`config.mk`:
```
export PLATFORM = sky130hd
export DESIGN_NAME = eeprom_ctrl_top
export DESIGN_NICKNAME = d
export VERILOG_FILES = /design/src/logic/bus_timing_pkg.sv /design/src/logic/eeprom_cmd_pkg.sv /design/src/logic/byte_if.sv /design/src/logic/cond_if.sv /design/src/logic/bus_byte_shifter.sv /design/src/logic/bus_cond_gen.sv /design/src/logic/eeprom_ctrl_top.sv /design/src/logic/eeprom_sequencer.sv
export SDC_FILE = /design/constraint.sdc
export NUM_CORES = 1
export LEC_CHECK = 0
export BUFFER_PORTS_ARGS = -buffer_cell sky130_fd_sc_hd__buf_2
export CAP_MARGIN = 20
export CORE_ASPECT_RATIO = 2
export CORE_MARGIN = 4
export CORE_UTILIZATION = 30
export CTS_BUF_LIST = sky130_fd_sc_hd__clkbuf_4 sky130_fd_sc_hd__clkbuf_8 sky130_fd_sc_hd__clkbuf_16
export DETAILED_ROUTE_END_ITERATION = 16
export GPL_TIMING_DRIVEN = 0
export PLACE_DENSITY_LB_ADDON = 0.15
export RECOVER_POWER = 25
export SYNTH_ARGS = -nofsm -noshare
export SYNTH_HDL_FRONTEND = slang
export SYNTH_SLANG_ARGS = --single-unit
```
`constraint.sdc`:
```
create_clock -name CLK -period 6.9 [get_ports CLK]
set_input_delay 0 -clock CLK [delete_from_list [all_inputs] [get_ports CLK]]
set_output_delay 0 -clock CLK [all_outputs]
set_load 0.02 [all_outputs]
```
`src/logic/bus_timing_pkg.sv`:
```
package bus_timing_pkg;

    localparam int SCL_HALF = 2; // CLK cycles per bus clock half
    localparam int BIT_PERIOD = 2 * SCL_HALF;
    localparam int PHASE_W = $clog2(BIT_PERIOD);

    // phase counter marks inside one bus clock period
    localparam logic [PHASE_W-1:0] LAST_PH = PHASE_W'(BIT_PERIOD - 1);
    localparam logic [PHASE_W-1:0] HIGH_PH = PHASE_W'(SCL_HALF); // first high cycle
    localparam logic [PHASE_W-1:0] SAMPLE_PH = PHASE_W'(SCL_HALF + (SCL_HALF - 1) / 2);

    typedef enum logic [1:0]
    {
        COND_START   = 2'd0,
        COND_RESTART = 2'd1,
        COND_STOP    = 2'd2
    } cond_kind_t;

endpackage

```
`src/logic/eeprom_cmd_pkg.sv`:
```
package eeprom_cmd_pkg;

    localparam int ADDR_W = 11; // 2 KB array
    localparam int BLK_W = ADDR_W - 8; // block bits carried in the control byte

    localparam logic [3:0] DEVICE_CODE = 4'b1010;
    localparam logic RW_WRITE = 1'b0;
    localparam logic RW_READ = 1'b1;

    typedef enum logic [9:0]
    {
        S_IDLE    = 10'b00_0000_0001,
        S_START   = 10'b00_0000_0010,
        S_CTRL_WR = 10'b00_0000_0100,
        S_ADDR    = 10'b00_0000_1000,
        S_DATA_WR = 10'b00_0001_0000,
        S_RESTART = 10'b00_0010_0000,
        S_CTRL_RD = 10'b00_0100_0000,
        S_DATA_RD = 10'b00_1000_0000,
        S_STOP    = 10'b01_0000_0000,
        S_DONE    = 10'b10_0000_0000
    } seq_state_t;

endpackage

```
`src/logic/byte_if.sv`:
```
`timescale 1ns/100ps

interface byte_if;

    logic go;
    logic receive; // 1 shifts a byte in
    logic [7:0] tx_byte;
    logic ack_out; // line level in the ninth bit of a read
    logic done;
    logic [7:0] rx_byte;
    logic ack_in;
    logic sda_low;
    logic scl_high;

    modport sequencer (output go, output receive, output tx_byte, output ack_out,
                       input done, input rx_byte, input ack_in, input sda_low, input scl_high);

    modport engine (input go, input receive, input tx_byte, input ack_out,
                    output done, output rx_byte, output ack_in, output sda_low, output scl_high);

endinterface

```
`src/logic/cond_if.sv`:
```
`timescale 1ns/100ps

interface cond_if;

    logic go;
    bus_timing_pkg::cond_kind_t kind;
    logic done;
    logic sda_low;
    logic scl_high;

    modport sequencer (output go, output kind, input done, input sda_low, input scl_high);

    modport engine (input go, input kind, output done, output sda_low, output scl_high);

endinterface

```
`src/logic/bus_byte_shifter.sv`:
```
`timescale 1ns/100ps

module bus_byte_shifter
(
    input logic CLK,
    input logic RESET,
    input logic sda_i,
    byte_if.engine bif
);

    logic running;
    logic [bus_timing_pkg::PHASE_W-1:0] ph_cnt;
    logic [3:0] bit_cnt; // 0..7 data, 8 acknowledge
    logic [7:0] sh;
    logic sda_bit; // line level, 1 released
    logic ack_bit;
    logic bit_start;
    logic sample;
    logic bit_end;

    assign ack_bit = bit_cnt == 4'd8;
    assign bit_start = running && ph_cnt == '0;
    assign sample = running && ph_cnt == bus_timing_pkg::SAMPLE_PH;
    assign bit_end = ph_cnt == bus_timing_pkg::LAST_PH;

    assign bif.scl_high = running && ph_cnt >= bus_timing_pkg::HIGH_PH;
    assign bif.sda_low = running && !sda_bit;
    assign bif.done = running && ack_bit && bit_end;
    assign bif.rx_byte = sh;

    always_ff @(posedge CLK)
    begin
        if (RESET)
        begin
            running <= 1'b0;
            ph_cnt <= '0;
            bit_cnt <= '0;
            sda_bit <= 1'b1;
            bif.ack_in <= 1'b0;
        end
        else if (bif.go)
        begin
            running <= 1'b1;
            ph_cnt <= '0;
            bit_cnt <= '0;
            sda_bit <= 1'b1;
        end
        else if (running)
        begin
            // new level lands one cycle into the low half
            if (bit_start)
            begin
                if (ack_bit)
                begin
                    sda_bit <= bif.receive ? bif.ack_out : 1'b1;
                end
                else
                begin
                    sda_bit <= bif.receive ? 1'b1 : sh[7];
                end
            end
            if (sample && ack_bit && !bif.receive)
            begin
                bif.ack_in <= !sda_i; // slave pulls low to acknowledge
            end
            if (bit_end)
            begin
                ph_cnt <= '0;
                bit_cnt <= bit_cnt + 1'b1;
                running <= !ack_bit;
            end
            else
            begin
                ph_cnt <= ph_cnt + 1'b1;
            end
        end
    end

    always_ff @(posedge CLK)
    begin
        if (bif.go)
        begin
            sh <= bif.tx_byte;
        end
        else if (bit_start && !ack_bit && !bif.receive)
        begin
            sh <= {sh[6:0], 1'b0}; // msb first
        end
        else if (sample && !ack_bit && bif.receive)
        begin
            sh <= {sh[6:0], sda_i};
        end
    end

endmodule

```
`src/logic/bus_cond_gen.sv`:
```
`timescale 1ns/100ps

module bus_cond_gen
(
    input logic CLK,
    input logic RESET,
    cond_if.engine cif
);

    logic running;
    logic [bus_timing_pkg::PHASE_W-1:0] ph_cnt;
    logic stop_q;
    logic high_half;

    assign high_half = ph_cnt >= bus_timing_pkg::HIGH_PH;

    // start and repeated start keep scl high, stop raises it halfway
    assign cif.scl_high = running && (!stop_q || high_half);
    assign cif.sda_low = running && (stop_q ? ph_cnt != bus_timing_pkg::LAST_PH : high_half);
    assign cif.done = running && ph_cnt == bus_timing_pkg::LAST_PH;

    always_ff @(posedge CLK)
    begin
        if (RESET)
        begin
            running <= 1'b0;
            ph_cnt <= '0;
        end
        else if (cif.go)
        begin
            running <= 1'b1;
            ph_cnt <= '0;
        end
        else if (running)
        begin
            if (ph_cnt == bus_timing_pkg::LAST_PH)
            begin
                running <= 1'b0;
                ph_cnt <= '0;
            end
            else
            begin
                ph_cnt <= ph_cnt + 1'b1;
            end
        end
    end

    always_ff @(posedge CLK)
    begin
        if (cif.go)
        begin
            stop_q <= cif.kind == bus_timing_pkg::COND_STOP;
        end
    end

endmodule

```
`src/logic/eeprom_ctrl_top.sv`:
```
`timescale 1ns/100ps

module eeprom_ctrl_top
(
    input logic CLK,
    input logic RESET,
    input logic wr,
    input logic rd,
    input logic [eeprom_cmd_pkg::ADDR_W-1:0] addr,
    input logic [7:0] wdata,
    input logic sda_i,
    output logic [7:0] rdata,
    output logic ack,
    output logic nack_err,
    output logic busy,
    output logic scl,
    output logic sda_oe
);

    cond_if cif ();
    byte_if bif ();

    eeprom_sequencer i_seq
    (
        .CLK      (CLK),
        .RESET    (RESET),
        .wr       (wr),
        .rd       (rd),
        .addr     (addr),
        .wdata    (wdata),
        .rdata    (rdata),
        .ack      (ack),
        .nack_err (nack_err),
        .busy     (busy),
        .scl      (scl),
        .sda_oe   (sda_oe),
        .cif      (cif.sequencer),
        .bif      (bif.sequencer)
    );

    bus_cond_gen i_cond
    (
        .CLK   (CLK),
        .RESET (RESET),
        .cif   (cif.engine)
    );

    bus_byte_shifter i_byte
    (
        .CLK   (CLK),
        .RESET (RESET),
        .sda_i (sda_i),
        .bif   (bif.engine)
    );

endmodule

```
`src/logic/eeprom_sequencer.sv`:
```
`timescale 1ns/100ps

module eeprom_sequencer
(
    input logic CLK,
    input logic RESET,
    input logic wr,
    input logic rd,
    input logic [eeprom_cmd_pkg::ADDR_W-1:0] addr,
    input logic [7:0] wdata,
    output logic [7:0] rdata,
    output logic ack,
    output logic nack_err,
    output logic busy,
    output logic scl,
    output logic sda_oe,
    cond_if.sequencer cif,
    byte_if.sequencer bif
);

    eeprom_cmd_pkg::seq_state_t state;
    logic op_rd;
    logic [eeprom_cmd_pkg::ADDR_W-1:0] addr_q;
    logic [7:0] wdata_q;
    logic eng_run; // an engine owns the lines
    logic bus_idle;
    logic last_sda;
    logic accept;
    logic [7:0] ctrl_wr_byte;
    logic [7:0] ctrl_rd_byte;

    assign ctrl_wr_byte = {eeprom_cmd_pkg::DEVICE_CODE,
                           addr_q[eeprom_cmd_pkg::ADDR_W-1 -: eeprom_cmd_pkg::BLK_W],
                           eeprom_cmd_pkg::RW_WRITE};
    assign ctrl_rd_byte = {eeprom_cmd_pkg::DEVICE_CODE,
                           addr_q[eeprom_cmd_pkg::ADDR_W-1 -: eeprom_cmd_pkg::BLK_W],
                           eeprom_cmd_pkg::RW_READ};

    assign ack = state == eeprom_cmd_pkg::S_DONE;
    assign busy = !(state == eeprom_cmd_pkg::S_IDLE || ack);
    assign accept = !busy && (wr || rd);
    assign bif.ack_out = 1'b1; // single read ends with not-acknowledge

    // gaps between engines keep scl low and hold the last data level
    assign scl = eng_run ? (cif.scl_high | bif.scl_high) : bus_idle;
    assign sda_oe = eng_run ? (cif.sda_low | bif.sda_low) : last_sda;

    always_ff @(posedge CLK)
    begin
        if (RESET)
        begin
            state <= eeprom_cmd_pkg::S_IDLE;
            nack_err <= 1'b0;
            eng_run <= 1'b0;
            bus_idle <= 1'b1;
            last_sda <= 1'b0;
            rdata <= '0;
            cif.go <= 1'b0;
            bif.go <= 1'b0;
        end
        else
        begin
            cif.go <= 1'b0;
            bif.go <= 1'b0;
            if (cif.go || bif.go)
                eng_run <= 1'b1;
            else if (cif.done || bif.done)
                eng_run <= 1'b0;
            if (eng_run)
                last_sda <= cif.sda_low | bif.sda_low;
            if (cif.done)
                bus_idle <= cif.kind == bus_timing_pkg::COND_STOP;

            case (state)
                eeprom_cmd_pkg::S_IDLE, eeprom_cmd_pkg::S_DONE:
                begin
                    state <= eeprom_cmd_pkg::S_IDLE;
                    if (accept)
                    begin
                        op_rd <= !wr; // wr wins
                        addr_q <= addr;
                        wdata_q <= wdata;
                        nack_err <= 1'b0;
                        cif.go <= 1'b1;
                        cif.kind <= bus_timing_pkg::COND_START;
                        state <= eeprom_cmd_pkg::S_START;
                    end
                end
                eeprom_cmd_pkg::S_START, eeprom_cmd_pkg::S_RESTART:
                begin
                    if (cif.done)
                    begin
                        bif.go <= 1'b1;
                        bif.receive <= 1'b0;
                        if (state == eeprom_cmd_pkg::S_START)
                        begin
                            bif.tx_byte <= ctrl_wr_byte;
                            state <= eeprom_cmd_pkg::S_CTRL_WR;
                        end
                        else
                        begin
                            bif.tx_byte <= ctrl_rd_byte;
                            state <= eeprom_cmd_pkg::S_CTRL_RD;
                        end
                    end
                end
                eeprom_cmd_pkg::S_CTRL_WR, eeprom_cmd_pkg::S_ADDR,
                eeprom_cmd_pkg::S_DATA_WR, eeprom_cmd_pkg::S_CTRL_RD:
                begin
                    if (bif.done)
                    begin
                        if (!bif.ack_in || state == eeprom_cmd_pkg::S_DATA_WR)
                        begin
                            nack_err <= !bif.ack_in;
                            cif.go <= 1'b1;
                            cif.kind <= bus_timing_pkg::COND_STOP;
                            state <= eeprom_cmd_pkg::S_STOP;
                        end
                        else if (state == eeprom_cmd_pkg::S_CTRL_WR)
                        begin
                            bif.go <= 1'b1;
                            bif.tx_byte <= addr_q[7:0];
                            state <= eeprom_cmd_pkg::S_ADDR;
                        end
                        else if (state == eeprom_cmd_pkg::S_CTRL_RD)
                        begin
                            bif.go <= 1'b1;
                            bif.receive <= 1'b1;
                            state <= eeprom_cmd_pkg::S_DATA_RD;
                        end
                        else if (op_rd)
                        begin
                            cif.go <= 1'b1;
                            cif.kind <= bus_timing_pkg::COND_RESTART;
                            state <= eeprom_cmd_pkg::S_RESTART;
                        end
                        else
                        begin
                            bif.go <= 1'b1;
                            bif.tx_byte <= wdata_q;
                            state <= eeprom_cmd_pkg::S_DATA_WR;
                        end
                    end
                end
                eeprom_cmd_pkg::S_DATA_RD:
                begin
                    if (bif.done)
                    begin
                        cif.go <= 1'b1;
                        cif.kind <= bus_timing_pkg::COND_STOP;
                        state <= eeprom_cmd_pkg::S_STOP;
                    end
                end
                eeprom_cmd_pkg::S_STOP:
                begin
                    if (cif.done)
                    begin
                        if (op_rd && !nack_err)
                            rdata <= bif.rx_byte; // shows in the ack cycle
                        state <= eeprom_cmd_pkg::S_DONE;
                    end
                end
                default:
                    state <= eeprom_cmd_pkg::S_IDLE;
            endcase
        end
    end

endmodule

```
# --- Yosys cells after proc, flatten, opt, wreduce, memory -nomap -nowiden ---
# Index checks and enable logic that the tools add are counted.
classes:
  n_eq_ne: 30
  muxes: 70
  magnitude_cmp: 2
  addsub: 3
  n_reduce_logical: 53
  n_bitwise: 4
ops:
  columns: ["op", "n"]
  rows:
  - ["8-bit 2-to-1 mux", 9]
  - ["10-bit 2-to-1 mux", 7]
  - ["10-bit one-hot mux with 5 select lines", 1]
  - ["1-bit 2-to-1 mux", 35]
  - ["2-bit 2-to-1 mux", 10]
  - ["1-bit logical AND", 17]
  - ["8-bit one-hot mux with 2 select lines", 1]
  - ["2-bit by 1-bit inequality test with 1-bit output (second input constant)", 7]
  - ["7-bit AND reduction", 2]
  - ["10-bit by 1-bit equality test with 1-bit output (second input constant)", 1]
  - ["10-bit equality test (second input constant)", 1]
  - ["10-bit by 2-bit equality test with 1-bit output (second input constant)", 1]
  - ["10-bit by 3-bit equality test with 1-bit output (second input constant)", 1]
  - ["10-bit by 4-bit equality test with 1-bit output (second input constant)", 1]
  - ["10-bit by 5-bit equality test with 1-bit output (second input constant)", 1]
  - ["10-bit by 6-bit equality test with 1-bit output (second input constant)", 1]
  - ["10-bit by 7-bit equality test with 1-bit output (second input constant)", 1]
  - ["10-bit by 8-bit equality test with 1-bit output (second input constant)", 1]
  - ["10-bit by 9-bit equality test with 1-bit output (second input constant)", 1]
  - ["1-bit logical NOT", 9]
  - ["3-bit by 2-bit inequality test with 1-bit output (second input constant)", 3]
  - ["3-bit AND reduction", 3]
  - ["2-bit equality test (second input constant)", 4]
  - ["4-bit AND reduction", 2]
  - ["22 further kinds", 42]
totals:
  in_bits: 24
  ff_bits: 76
  elab_cells: 185
  out_inout_bits: 13

# --- Longest topological paths before layout ---
# Gate-level depths: netlist of run 1.
logic_depth:
  word_depth: 7
  mapped_depth: 8
  mapped_depth_nobuf: 7

# --- Modules after synthesis ---
# From an unflattened synthesis of run 1, not the netlist that was laid out.
hier_totals:
  cells_unflattened: 340
  area_unflattened_um2: 3699.8
modules_own_cells:
  columns: ["module", "cells_each", "seq_area_each_um2", "instances", "area_per_inst_um2"]
  rows:
  - ["eeprom_sequencer", 240, 1411.4, 1, 2617.5]
  - ["bus_byte_shifter", 79, 420.4, 1, 869.6]
  - ["bus_cond_gen", 21, 90.1, 1, 212.7]

# --- Worst setup path after synthesis of run 1 ---
# No wires, ideal clock.
synth_timing:
  path_type: "reg-to-reg"
  start: "register i_seq.state[3]"
  end: "register i_seq.addr_q[0] (netlist bit), enable pin"
  arrival_time_ps: 2333
  t_required_ps: 6505
  stages_incl_launch_ff: 6
  setup_slack_ps: 4172
  setup_time_ps: 395
  path_cell_list: "dfxtp_1 -> buf_4 -> or4_4 -> nor3_2 -> nand2_1 -> nor3_2"
synth_between:
  elab_chain_cells: 4
  word_cells_on_any_way: 6
  classes_between: "eq/ne: 2; reduce/logical: 4"
synth_rtl:
  columns: ["item", "line", "source"]
  rows:
  - ["start, declared", "eeprom_sequencer.sv:21", "eeprom_cmd_pkg::seq_state_t state;"]
  - ["start signal, assigned", "eeprom_sequencer.sv:52", "state <= eeprom_cmd_pkg::S_IDLE;"]
  - ["start signal, assigned", "eeprom_sequencer.sv:77", "state <= eeprom_cmd_pkg::S_IDLE;"]
  - ["start signal, assigned", "eeprom_sequencer.sv:86", "state <= eeprom_cmd_pkg::S_START;"]
  - ["10-bit by 1-bit equality test with 1-bit output / 10-bit equality test (equally long branches)", "eeprom_sequencer.sv:40, eeprom_sequencer.sv:74, eeprom_sequencer.sv:39", null]
  - ["1-bit logical OR", "eeprom_sequencer.sv:40", "assign busy = !(state == eeprom_cmd_pkg::S_IDLE || ack);"]
  - ["1-bit logical AND", "eeprom_sequencer.sv:41", "assign accept = !busy && (wr || rd);"]
  - ["3-bit AND reduction (no line) (*)", null, null]
  - ["end signal, assigned", "eeprom_sequencer.sv:81", "addr_q <= addr;"]
  - ["end, declared", "eeprom_sequencer.sv:23", "logic [eeprom_cmd_pkg::ADDR_W-1:0] addr_q;"]
# Every way passes the cells marked *; elsewhere a longest branch is shown, timed or not.
# A chain may end at the register's enable or synchronous reset.

# --- Worst setup path in the final report of run 1 ---
layout_timing:
  start: "register i_byte.bit_cnt[0]"
  end: "register i_seq.bif.tx_byte[0], enable pin"
layout_between:
  elab_chain_cells: 5
layout_rtl:
  columns: ["item", "line", "source"]
  rows:
  - ["start, declared", "bus_byte_shifter.sv:13", "logic [3:0] bit_cnt;"]
  - ["start signal, assigned", "bus_byte_shifter.sv:69", "bit_cnt <= bit_cnt + 1'b1;"]
  - ["4-bit equality test", "bus_byte_shifter.sv:21", "assign ack_bit = bit_cnt == 4'd8;"]
  - ["1-bit logical AND (2 in a row)", "bus_byte_shifter.sv:28", "assign bif.done = running && ack_bit && bit_end;"]
  - ["2-bit by 1-bit inequality test with 1-bit output (no line)", null, null]
  - ["7-bit AND reduction (no line)", null, null]
  - ["end signal, assigned", "eeprom_sequencer.sv:97", "bif.tx_byte <= ctrl_wr_byte;"]
  - ["end signal, assigned", "eeprom_sequencer.sv:102", "bif.tx_byte <= ctrl_rd_byte;"]
  - ["end signal, assigned", "eeprom_sequencer.sv:122", "bif.tx_byte <= addr_q[7:0];"]
  - ["end, declared", "byte_if.sv:15", "modport sequencer (output go, output receive, output tx_byte, output ack_out,"]
# Every way passes these cells.

==> flow_metrics.env, run 1 <==
export IMPL_drt_wl_total_um=8870
export IMPL_synth_top_family_by_area="simple AND/OR/NAND/NOR gates"
export IMPL_yosysUniqueCellTypes=56
export IMPL_whs_endpoint="i_cond.ph_cnt[1]$_SDFFE_PP0P_"
export IMPL_fin_crit_ps=3120
export IMPL_dpl_cell_area_um2=3920
export IMPL_crit_type="reg -> reg"
export IMPL_slew_headroom=0.319
export IMPL_synthArstFlopShare=0
export IMPL_fp_dieArea_um2=13700
export IMPL_cts_tree="yes"
export IMPL_synthAdderAreaFrac=0.0247
export IMPL_port_buffers=36
export IMPL_powerDensity_nw_per_um2=241
export IMPL_viasPerCell=5.02
export IMPL_switchingPower_uw=270
export IMPL_clkPwrFrac=0.423
export IMPL_area_growth_pct=23.9
export IMPL_wl_per_cell_um=16.4
export IMPL_max_freq_mhz=320
export IMPL_antenna_found_initial=0
export IMPL_hold_viol_final=0
export IMPL_synth_mux_area_frac=0.0617
export IMPL_holdPathStages=2
export IMPL_die_x_um=84.9
export IMPL_p_int_uw=788
export IMPL_io_pins=37
export IMPL_ant_nets=0
export IMPL_yosys_area_share_simple=0.185
export IMPL_timing_rr_start="i_byte.bit_cnt[0]$_SDFFE_PP0P_"
export IMPL_grt_total_usage=0.136
export IMPL_final_core_util=0.378
export IMPL_synth_xor_xnor_area_share=0.0173
export IMPL_netlist_area_um2=3550
export IMPL_comb_power_share=0.098
export IMPL_swShare=0.255
export IMPL_fin_area_um2=4400
export IMPL_synth_edf_count=40
export IMPL_first_pass_iters=4
export IMPL_hold_path_class="in -> reg"
export IMPL_htreeDepth=3
export IMPL_cp_required_ps=6850
export IMPL_cts_resized=0
export IMPL_yosysSeqAreaShare=0.542
export IMPL_final_net_count=422
export IMPL_synth_nets=354
export IMPL_drcViolationCount=0
export IMPL_syn_area_per_cell_um2=11.0
export IMPL_ys_warn_count=0
export IMPL_initial_utilization=0.305
export IMPL_arrival_ps=3080
export IMPL_cts_root_buf="clkbuf_16"
export IMPL_synth_seq_cells=76
export IMPL_worst_r2r_setup_slack_ps=3780
export IMPL_numCtsBuffers=9
export IMPL_reg2reg_to="i_seq.bif.tx_byte[0]$_DFFE_PP_"
export IMPL_finalSetupTns_ps=0
export IMPL_drv_slew=0
export IMPL_drive_above_1_share=0.182
export IMPL_clk_latency_ps=340
export IMPL_grt_start_max_net_pins=22
export IMPL_cp_end_kind="flip-flop"
export IMPL_synth_main_ff_cell="edfxtp_1"
export IMPL_rows=56
export IMPL_cts_sinks=76
export IMPL_critPathMaxFanout=8
export IMPL_synth_compound_area_frac=0.133
export IMPL_stdcell_count=541
export IMPL_globalplace_congestion=0.881
export IMPL_fin_worst_skew_ps=8.07
export IMPL_n_antenna_cell=0
export IMPL_seq_power_share=0.479
export IMPL_irDropWorstVdd_mv=0.114
export IMPL_drtIter0Drc=112
export IMPL_reg2reg_depth=8
export IMPL_grt_pass1_vias=2777
export IMPL_leakagePower_nw=1.59
export IMPL_status="finished clean"
export IMPL_clk_path_buf_depth=2
export IMPL_design_core_area_um2=11600
export IMPL_dp_cells=504
export IMPL_die_y_um=162
export IMPL_worst_slew_pin_slew_ps=1010
export IMPL_setup_viol=0
export IMPL_power_mw=1.06
export IMPL_period_share=0.453
export IMPL_rsz0062_at_grt="false"
export IMPL_grt_first_pass_wirelength_um=14200
export IMPL_dp_hpwl_um=6660
export IMPL_clkTransAtPathRegs_ps=60
export IMPL_min_delay_start="RESET"
export IMPL_cap_violations=0
export IMPL_num_vias=2715
export IMPL_globalRouteOverflowTotal=0
export IMPL_syn_inst=323
export IMPL_start_kind="flip-flop"
[critical path: stages, from the launching register on]
cell	delay [ps]
dfxtp_1	330
inv_1	90
ha_1	140
and3b_1	150
clkbuf_1	250
nand3_1	370
o21ai_0	340
nand2_1	210
nor3_1	860
[flip-flops by register name, indices dropped and copies added (netlist names), 2 cells and up]
register            flops
i_byte.ph_cnt           2
i_byte.bif.rx_byte      8
i_seq.cif.kind          2
i_seq.addr_q           11
i_cond.ph_cnt           2
i_seq.rdata             8
i_seq.state            10
i_byte.bit_cnt          4
i_seq.bif.tx_byte       8
i_seq.wdata_q           8
[worst max path at each step]
stage	cells after the start	from	to	slack, ps
CTS	8	i_byte.bit_cnt[0]$_SDFFE_PP0P_	i_seq.bif.tx_byte[0]$_DFFE_PP_	3710
finish	8	i_byte.bit_cnt[0]$_SDFFE_PP0P_	i_seq.bif.tx_byte[0]$_DFFE_PP_	3780
global placement	5	i_seq.state[3]$_SDFFE_PP0P_	i_seq.addr_q[5]$_DFFE_PP_	3690
global route	8	i_byte.bit_cnt[0]$_SDFFE_PP0P_	i_seq.bif.tx_byte[0]$_DFFE_PP_	3410
detailed placement	8	i_byte.bit_cnt[0]$_SDFFE_PP0P_	i_seq.bif.tx_byte[4]$_SDFFCE_PP0P_	3740
floorplan	5	i_seq.state[3]$_SDFFE_PP0P_	i_seq.addr_q[0]$_DFFE_PP_	4170
[synthesized netlist by cell type, drive strengths merged, types with 2 or more instances]
cell	n	area share
ha	7	0.025
or3	5	0.0088
nor4	7	0.025
nand4	11	0.019
clkbuf	8	0.0085
o211ai	2	0.0042
xor2	3	0.0074
inv	12	0.013
nor2	36	0.039
nor4b	2	0.0049
o31ai	3	0.0063
or2	2	0.0035
buf	9	0.015
nand2b	2	0.0035
mux2	7	0.022
a21o	6	0.013
mux2i	14	0.039
a31oi	4	0.0071
and4	2	0.0049
nand2	22	0.023
and3	3	0.0053
o21ai	10	0.014
edfxtp	40	0.34
a31o	2	0.0049
a22o	5	0.012
nand3	5	0.0071
o21bai	2	0.0042
nor2b	3	0.0053
xnor2	4	0.0099
dfxtp	36	0.20
nor3	11	0.021
a21oi	18	0.025
o2111a	3	0.0095
[kinds of logic (layout without fill, tap and decap cells)]
| group | count (synthesis) | in the layout |
|---|---|---|
| xor gates and xnor gates | 7 | 7 |
| muxes | 21 | 21 |
| buffers and inverters | 30 | 103 |
| and+or+nand+nor | 116 | 116 |
| AOI/OAI and AO/OA | 66 | 66 |
| DFF | 76 | 76 |
| adders and majority gates | 7 | 7 |
[metrics by stage]
stage                     hold slack (ps)  setup WS (ps)
after floorplan                      89.7           4170
after global placement                178           3690
after detailed placement              178           3740
after CTS                            17.5           3710
after global routing                 35.0           3410
final                                20.1           3780
[cell type report]
class                           count  area, um^2
Tap cell                          145         181
Fill cell                        1213        7240
Clock buffer                        9         225
Sequential cell                    76        1920
Timing Repair Buffer               57         378
Buffer                             17        82.6
Inverter                           13        48.8
Multi-Input combinational cell    217        1500
Clock inverter                      7        56.3
[repair_timing]
action / in CTS / in global routing
hold endpoints to repair: 21 / 0
hold buffers: 21 / 0
buffers inserted: 0 / 0
[metal layers]
metal / vias to the layer above / global-route usage / share of wire / wire length (um)
met5: - / 0 / 0 / 0
met4: 0 / 0.0886 / 0.051 / 454
met3: 26 / 0.0355 / 0.031 / 271
met2: 61 / 0.249 / 0.54 / 4830
met1: 1283 / 0.129 / 0.37 / 3310
li1: 1345 / - / - / -
[power by group through the flow]
stage / Combinational [mW] / Clock (mW) / Sequential (mW)
2_1_floorplan: 0.0636 / 0 / 0.514
3_3_place_gp: 0.0927 / 0 / 0.516
3_5_place_dp: 0.0949 / 0 / 0.517
4_1_cts: 0.104 / 0.464 / 0.507
5_1_grt: 0.114 / 0.482 / 0.509
6_report: 0.104 / 0.447 / 0.506
[cells in the final DEF, fill, tap and decap left out, types with 3 or more instances in the layout]
master	Yosys	routed
xnor2_1	4	4
buf_2	6	32
clkbuf_16	0	9
nor2b_1	3	3
nor3_2	4	3
a21oi_1	18	18
a21o_1	6	6
nand4_1	11	11
nor2_1	35	35
mux2i_1	14	14
a22o_1	5	5
dlygate4sd3_1	0	21
ha_1	7	7
dfxtp_1	36	36
o21ai_0	10	10
or3_1	5	5
and3_1	3	3
mux2_2	7	7
nor4_1	4	4
inv_1	12	12
o31ai_1	3	3
xor2_1	3	3
inv_6	0	4
nand2_1	22	22
nor3_1	7	7
edfxtp_1	40	40
nor4_4	3	3
o2111a_1	3	3
a31oi_1	4	4
nand3_1	5	5
clkbuf_1	8	18
No activity file was read; power rests on OpenSTA's default activity.
==> inputs of run 2 (changes only) <==
- clock period: 6.9 -> 2.85 ns (I/O delays scaled with it)
==> flow_metrics.env, run 2 (synthesis results as in run 1) <==
export IMPL_grt_first_pass_wirelength_um=14200
export IMPL_drtIter0Drc=87
export IMPL_cap_violations=0
export IMPL_num_fill_cells=1208
export IMPL_cp_end_kind="flip-flop"
export IMPL_viasPerCell=5.05
export IMPL_area_growth_pct=24.8
export IMPL_fin_worst_skew_ps=7.44
export IMPL_hold_path_class="in -> reg"
export IMPL_port_buffers=36
export IMPL_hold_viol_final=0
export IMPL_path_buf_inv=1
export IMPL_status="finished clean"
export IMPL_finalSetupTns_ps=0
export IMPL_ant_nets=0
export IMPL_post_cts_buffers=0
export IMPL_final_core_util=0.381
export IMPL_start_kind="flip-flop"
export IMPL_arrival_ps=2620
export IMPL_layout_commonest_cell="edfxtp_1"
export IMPL_drv_slew=0
export IMPL_cts_sinks=76
export IMPL_cts_tree="yes"
export IMPL_num_vias=2739
export IMPL_clk_path_buf_depth=2
export IMPL_max_freq_mhz=379
export IMPL_antenna_found_initial=0
export IMPL_cp_top_family="simple AND/OR/NAND/NOR gates"
export IMPL_fin_area_um2=4430
export IMPL_initial_utilization=0.305
export IMPL_wl_per_cell_um=16.8
export IMPL_final_net_count=423
export IMPL_htreeDepth=3
export IMPL_top_register="i_seq.addr_q"
export IMPL_irDropWorstVdd_mv=0.268
export IMPL_rsz0062_at_grt="false"
export IMPL_grt_start_max_net_pins=22
export IMPL_worst_slew_pin_slew_ps=776
export IMPL_largest_reg_flops=11
export IMPL_dp_cells=504
export IMPL_setup_viol=0
export IMPL_globalRouteOverflowTotal=0
export IMPL_io_pins=37
export IMPL_rows=56
export IMPL_n_antenna_cell=0
export IMPL_grt_pass1_vias=2780
export IMPL_final_cell_mix="40 x edfxtp_1, 36 x dfxtp_1, 35 x nor2_1"
export IMPL_crit_type="reg -> reg"
export IMPL_cts_root_buf="clkbuf_16"
export IMPL_fin_crit_ps=2640
export IMPL_die_x_um=84.9
export IMPL_design_core_area_um2=11600
export IMPL_leakagePower_nw=1.60
export IMPL_clk_latency_ps=340
export IMPL_fp_dieArea_um2=13700
export IMPL_crit_path_cell_trace="buf_4 > or4_4 > nor3_2 > nand2_1 > nor3_4"
export IMPL_period_share=0.927
export IMPL_die_y_um=162
export IMPL_drcViolationCount=0
export IMPL_grt_total_usage=0.136
export IMPL_critPathMaxFanout=10
export IMPL_numCtsBuffers=9
export IMPL_cp_required_ps=2830
export IMPL_first_pass_iters=4
export IMPL_slowest_delay_ps=630
export IMPL_drive_above_1_share=0.189
export IMPL_globalplace_congestion=0.881
export IMPL_dpl_cell_area_um2=3920
export IMPL_top_regs="i_seq.addr_q: 11 flops, i_seq.state: 10 flops"
export IMPL_powerDensity_nw_per_um2=581
export IMPL_drt_wl_total_um=9120
export IMPL_cpMaxStageDelayCell="nor3_4"
export IMPL_clkTransAtPathRegs_ps=70
export IMPL_slew_headroom=0.479
export IMPL_stdcell_count=542
export IMPL_dp_hpwl_um=6660
## run 2: cell type report
cell class,count,area (um^2),share of cell area
sequential,76,1920,0.434
multi-input combinational,218,1530,0.346
timing repair buffer,57,378,0.0854
clock buffer,9,225,0.0509
tap,145,181,0.0410
buffer,17,82.6,0.0187
clock inverter,7,56.3,0.0127
inverter,13,48.8,0.0110
## run 2: final timing paths
kind | start | to | slack (ps) | depth (start not counted)
setup / recovery | i_seq.state[3]$_SDFFE_PP0P_ | i_seq.wdata_q[5]$_DFFE_PP_ | 210 | 5
hold / removal | RESET | i_cond.ph_cnt[1]$_SDFFE_PP0P_ | 100 | 2
setup reg to reg | i_seq.state[3]$_SDFFE_PP0P_ | i_seq.wdata_q[5]$_DFFE_PP_ | 210 | 5
hold reg to reg | i_byte.bit_cnt[3]$_SDFFE_PP0P_ | i_byte.bit_cnt[3]$_SDFFE_PP0P_ | 500 | 2
## run 2: timing repair
action | in CTS | in global routing
hold endpoints to repair | 21 | 0
hold buffers | 21 | 0
gates cloned | 0 | 1
setup endpoints to repair | 8 | 28
pin swaps | 0 | 0
resized for setup | 2 | 3
## run 2: worst register-to-register path: cells and delay by family (launching register included)
| kind | cells | cell delay, ps |
|---|---|---|
| DFF | 1 | 300 |
| and+or+nand+nor | 4 | 1820 |
| buffers and inverters | 1 | 170 |
## run 2: per-stage QoR
stage | power, mW | worst slack [ps] | hold WS, ps
2_1_floorplan | 1.40 | 122 | 89.7
5_1_grt | 2.69 | 46.2 | 109
3_3_place_gp | 1.47 | -359 | 178
6_report | 2.57 | 209 | 101
4_1_cts | 2.60 | 12.0 | 17.5
3_5_place_dp | 1.48 | -314 | 178
## run 2: where the power goes
| group | switching, mW | internal, mW |
|---|---|---|
| clock | 0.479 | 0.602 |
| sequential | 0.0205 | 1.21 |
| combinational | 0.162 | 0.102 |
| total | 0.662 | 1.91 |
## run 2: routing by layer
layer,up-vias,track usage,wire [um]
met1,1304,0.130,3350
li1,1352,-,-
met4,0,0.0886,406
met2,60,0.249,5100
met3,23,0.0355,265
met5,-,0,0
==> inputs of run 3 (changes only) <==
- clock period: 2.85 -> 2.75 ns (I/O delays scaled with it)
==> flow_metrics.env, run 3 (synthesis results as in run 1) <==
export IMPL_grt_start_max_net_pins=16
export IMPL_clk_path_buf_depth=2
export IMPL_num_vias=2710
export IMPL_numCtsBuffers=9
export IMPL_crit_type="reg -> reg"
export IMPL_slew_headroom=0.479
export IMPL_fin_crit_ps=2610
export IMPL_crit_start="i_seq.state[3]$_SDFFE_PP0P_"
export IMPL_globalplace_congestion=0.881
export IMPL_hold_path_class="in -> reg"
export IMPL_period_share=0.951
export IMPL_crit_path_cell_trace="buf_4 > or4_4 > nor3_2 > nand2_1 > nor3_4"
export IMPL_drtIter0Drc=119
export IMPL_cp_top_family="simple AND/OR/NAND/NOR gates"
export IMPL_use_met2=0.261
export IMPL_leakagePower_nw=1.60
export IMPL_worst_slew_pin_slew_ps=775
export IMPL_cts_root_buf="clkbuf_16"
export IMPL_power_mw=2.66
export IMPL_grt_pass1_vias=2804
export IMPL_ant_nets=0
export IMPL_cts_tree="yes"
export IMPL_dp_hpwl_um=6660
export IMPL_arrival_ps=2580
export IMPL_wl_per_cell_um=16.8
export IMPL_fin_area_um2=4430
export IMPL_cts_sinks=76
export IMPL_area_growth_pct=24.9
export IMPL_hold_viol_final=0
export IMPL_grt_first_pass_wirelength_um=14500
export IMPL_start_kind="flip-flop"
export IMPL_die_y_um=162
export IMPL_rsz0062_at_grt="false"
export IMPL_grt_total_usage=0.139
export IMPL_top_regs="i_seq.addr_q: 11 flops, i_seq.state: 10 flops"
export IMPL_min_delay_start="RESET"
export IMPL_clk_latency_ps=340
export IMPL_multi_input_area_um2=1540
export IMPL_htreeDepth=3
export IMPL_grtUsageMet3=0.0365
export IMPL_fp_dieArea_um2=13700
export IMPL_grt_util_met1=0.129
export IMPL_cp_required_ps=2720
export IMPL_design_core_area_um2=11600
export IMPL_antenna_found_initial=0
export IMPL_port_buffers=36
export IMPL_globalRouteOverflowTotal=0
export IMPL_die_x_um=84.9
export IMPL_cp_end_kind="flip-flop"
export IMPL_fin_worst_skew_ps=8.16
export IMPL_final_core_util=0.381
export IMPL_grt_busiest_layer="met2"
export IMPL_io_pins=37
export IMPL_setup_viol=0
export IMPL_drv_slew=0
export IMPL_timing_rr_start="i_seq.state[3]$_SDFFE_PP0P_"
export IMPL_slowest_delay_ps=610
export IMPL_num_fill_cells=1206
export IMPL_viasPerCell=5.00
export IMPL_top_register="i_seq.addr_q"
export IMPL_regArea_um2=1920
export IMPL_n_antenna_cell=0
export IMPL_cpMaxStageDelayCell="nor3_4"
export IMPL_max_freq_mhz=382
export IMPL_drcViolationCount=0
export IMPL_dpl_cell_area_um2=3920
export IMPL_final_cell_mix="40 x edfxtp_1, 36 x dfxtp_1, 35 x nor2_1"
export IMPL_largest_reg_flops=11
export IMPL_clkTransAtPathRegs_ps=60
export IMPL_powerDensity_nw_per_um2=601
export IMPL_layout_commonest_cell="edfxtp_1"
export IMPL_path_buf_inv=1
export IMPL_initial_utilization=0.305
export IMPL_drive_above_1_share=0.191
export IMPL_status="finished clean"
export IMPL_critPathMaxFanout=11
export IMPL_first_pass_iters=4
export IMPL_cap_violations=0
export IMPL_rows=56
export IMPL_final_net_count=423
export IMPL_irDropWorstVdd_mv=0.277
export IMPL_drt_wl_total_um=9110
## run 3: changes by cell type in the layout (fill, tap and decap cells not counted)
cell	before	now
nand3_2	0	1
nand3_1	5	4
## run 3: final cells by class
| cell class | instances | area share |
|---|---|---|
| multi-input cells | 218 | 0.347 |
| well taps | 145 | 0.0409 |
| inverters | 13 | 0.0110 |
| repair buffers | 57 | 0.0853 |
| plain buffers | 17 | 0.0186 |
| flip-flops and latches | 76 | 0.434 |
| clock inverters | 7 | 0.0127 |
| clock buffers | 9 | 0.0508 |
## run 3: layer usage
| layer | vias to the layer above | wire length (um) |
|---|---|---|
| li1 | 1344 | - |
| met1 | 1279 | 3300 |
| met2 | 63 | 5100 |
| met3 | 24 | 290 |
| met4 | 0 | 424 |
| met5 | - | 0 |
## run 3: what timing repair did
item | CTS | global route
hold buffers | 21 | 0
buffers inserted | 0 | 0
pin swaps | 0 | 0
endpoints found under the hold margin | 21 | 0
cloned | 1 | 0
setup endpoints to repair | 28 | 8
gates resized for setup | 3 | 3
## run 3: worst paths after layout
kind | end | slack [ps] | cells past startpoint
setup reg to reg | i_seq.wdata_q[3]$_DFFE_PP_ | 140 | 5
hold / removal | i_cond.ph_cnt[1]$_SDFFE_PP0P_ | 90 | 2
setup / recovery | i_seq.wdata_q[3]$_DFFE_PP_ | 140 | 5
hold reg to reg | i_byte.bit_cnt[3]$_SDFFE_PP0P_ | 500 | 2
## run 3: through the flow
stage               hold WS [ps]  cells  TNS [ps]  worst slack (ps)
finish                      91.4    542         0               135
global route                 111    542         0              44.9
CTS                         95.1    542         0              9.49
detailed placement           178    504     -4900              -414
global placement             178    504    -12890              -459
floorplan                   89.7    323         0              21.7
## run 3: where the power goes
group	switching, mW	total [mW]	internal (mW)	leakage [nW]
clock	0.498	1.12	0.624	0.137
sequential	0.0214	1.27	1.25	0.660
combinational	0.166	0.272	0.105	0.798
total	0.685	2.66	1.98	1.60
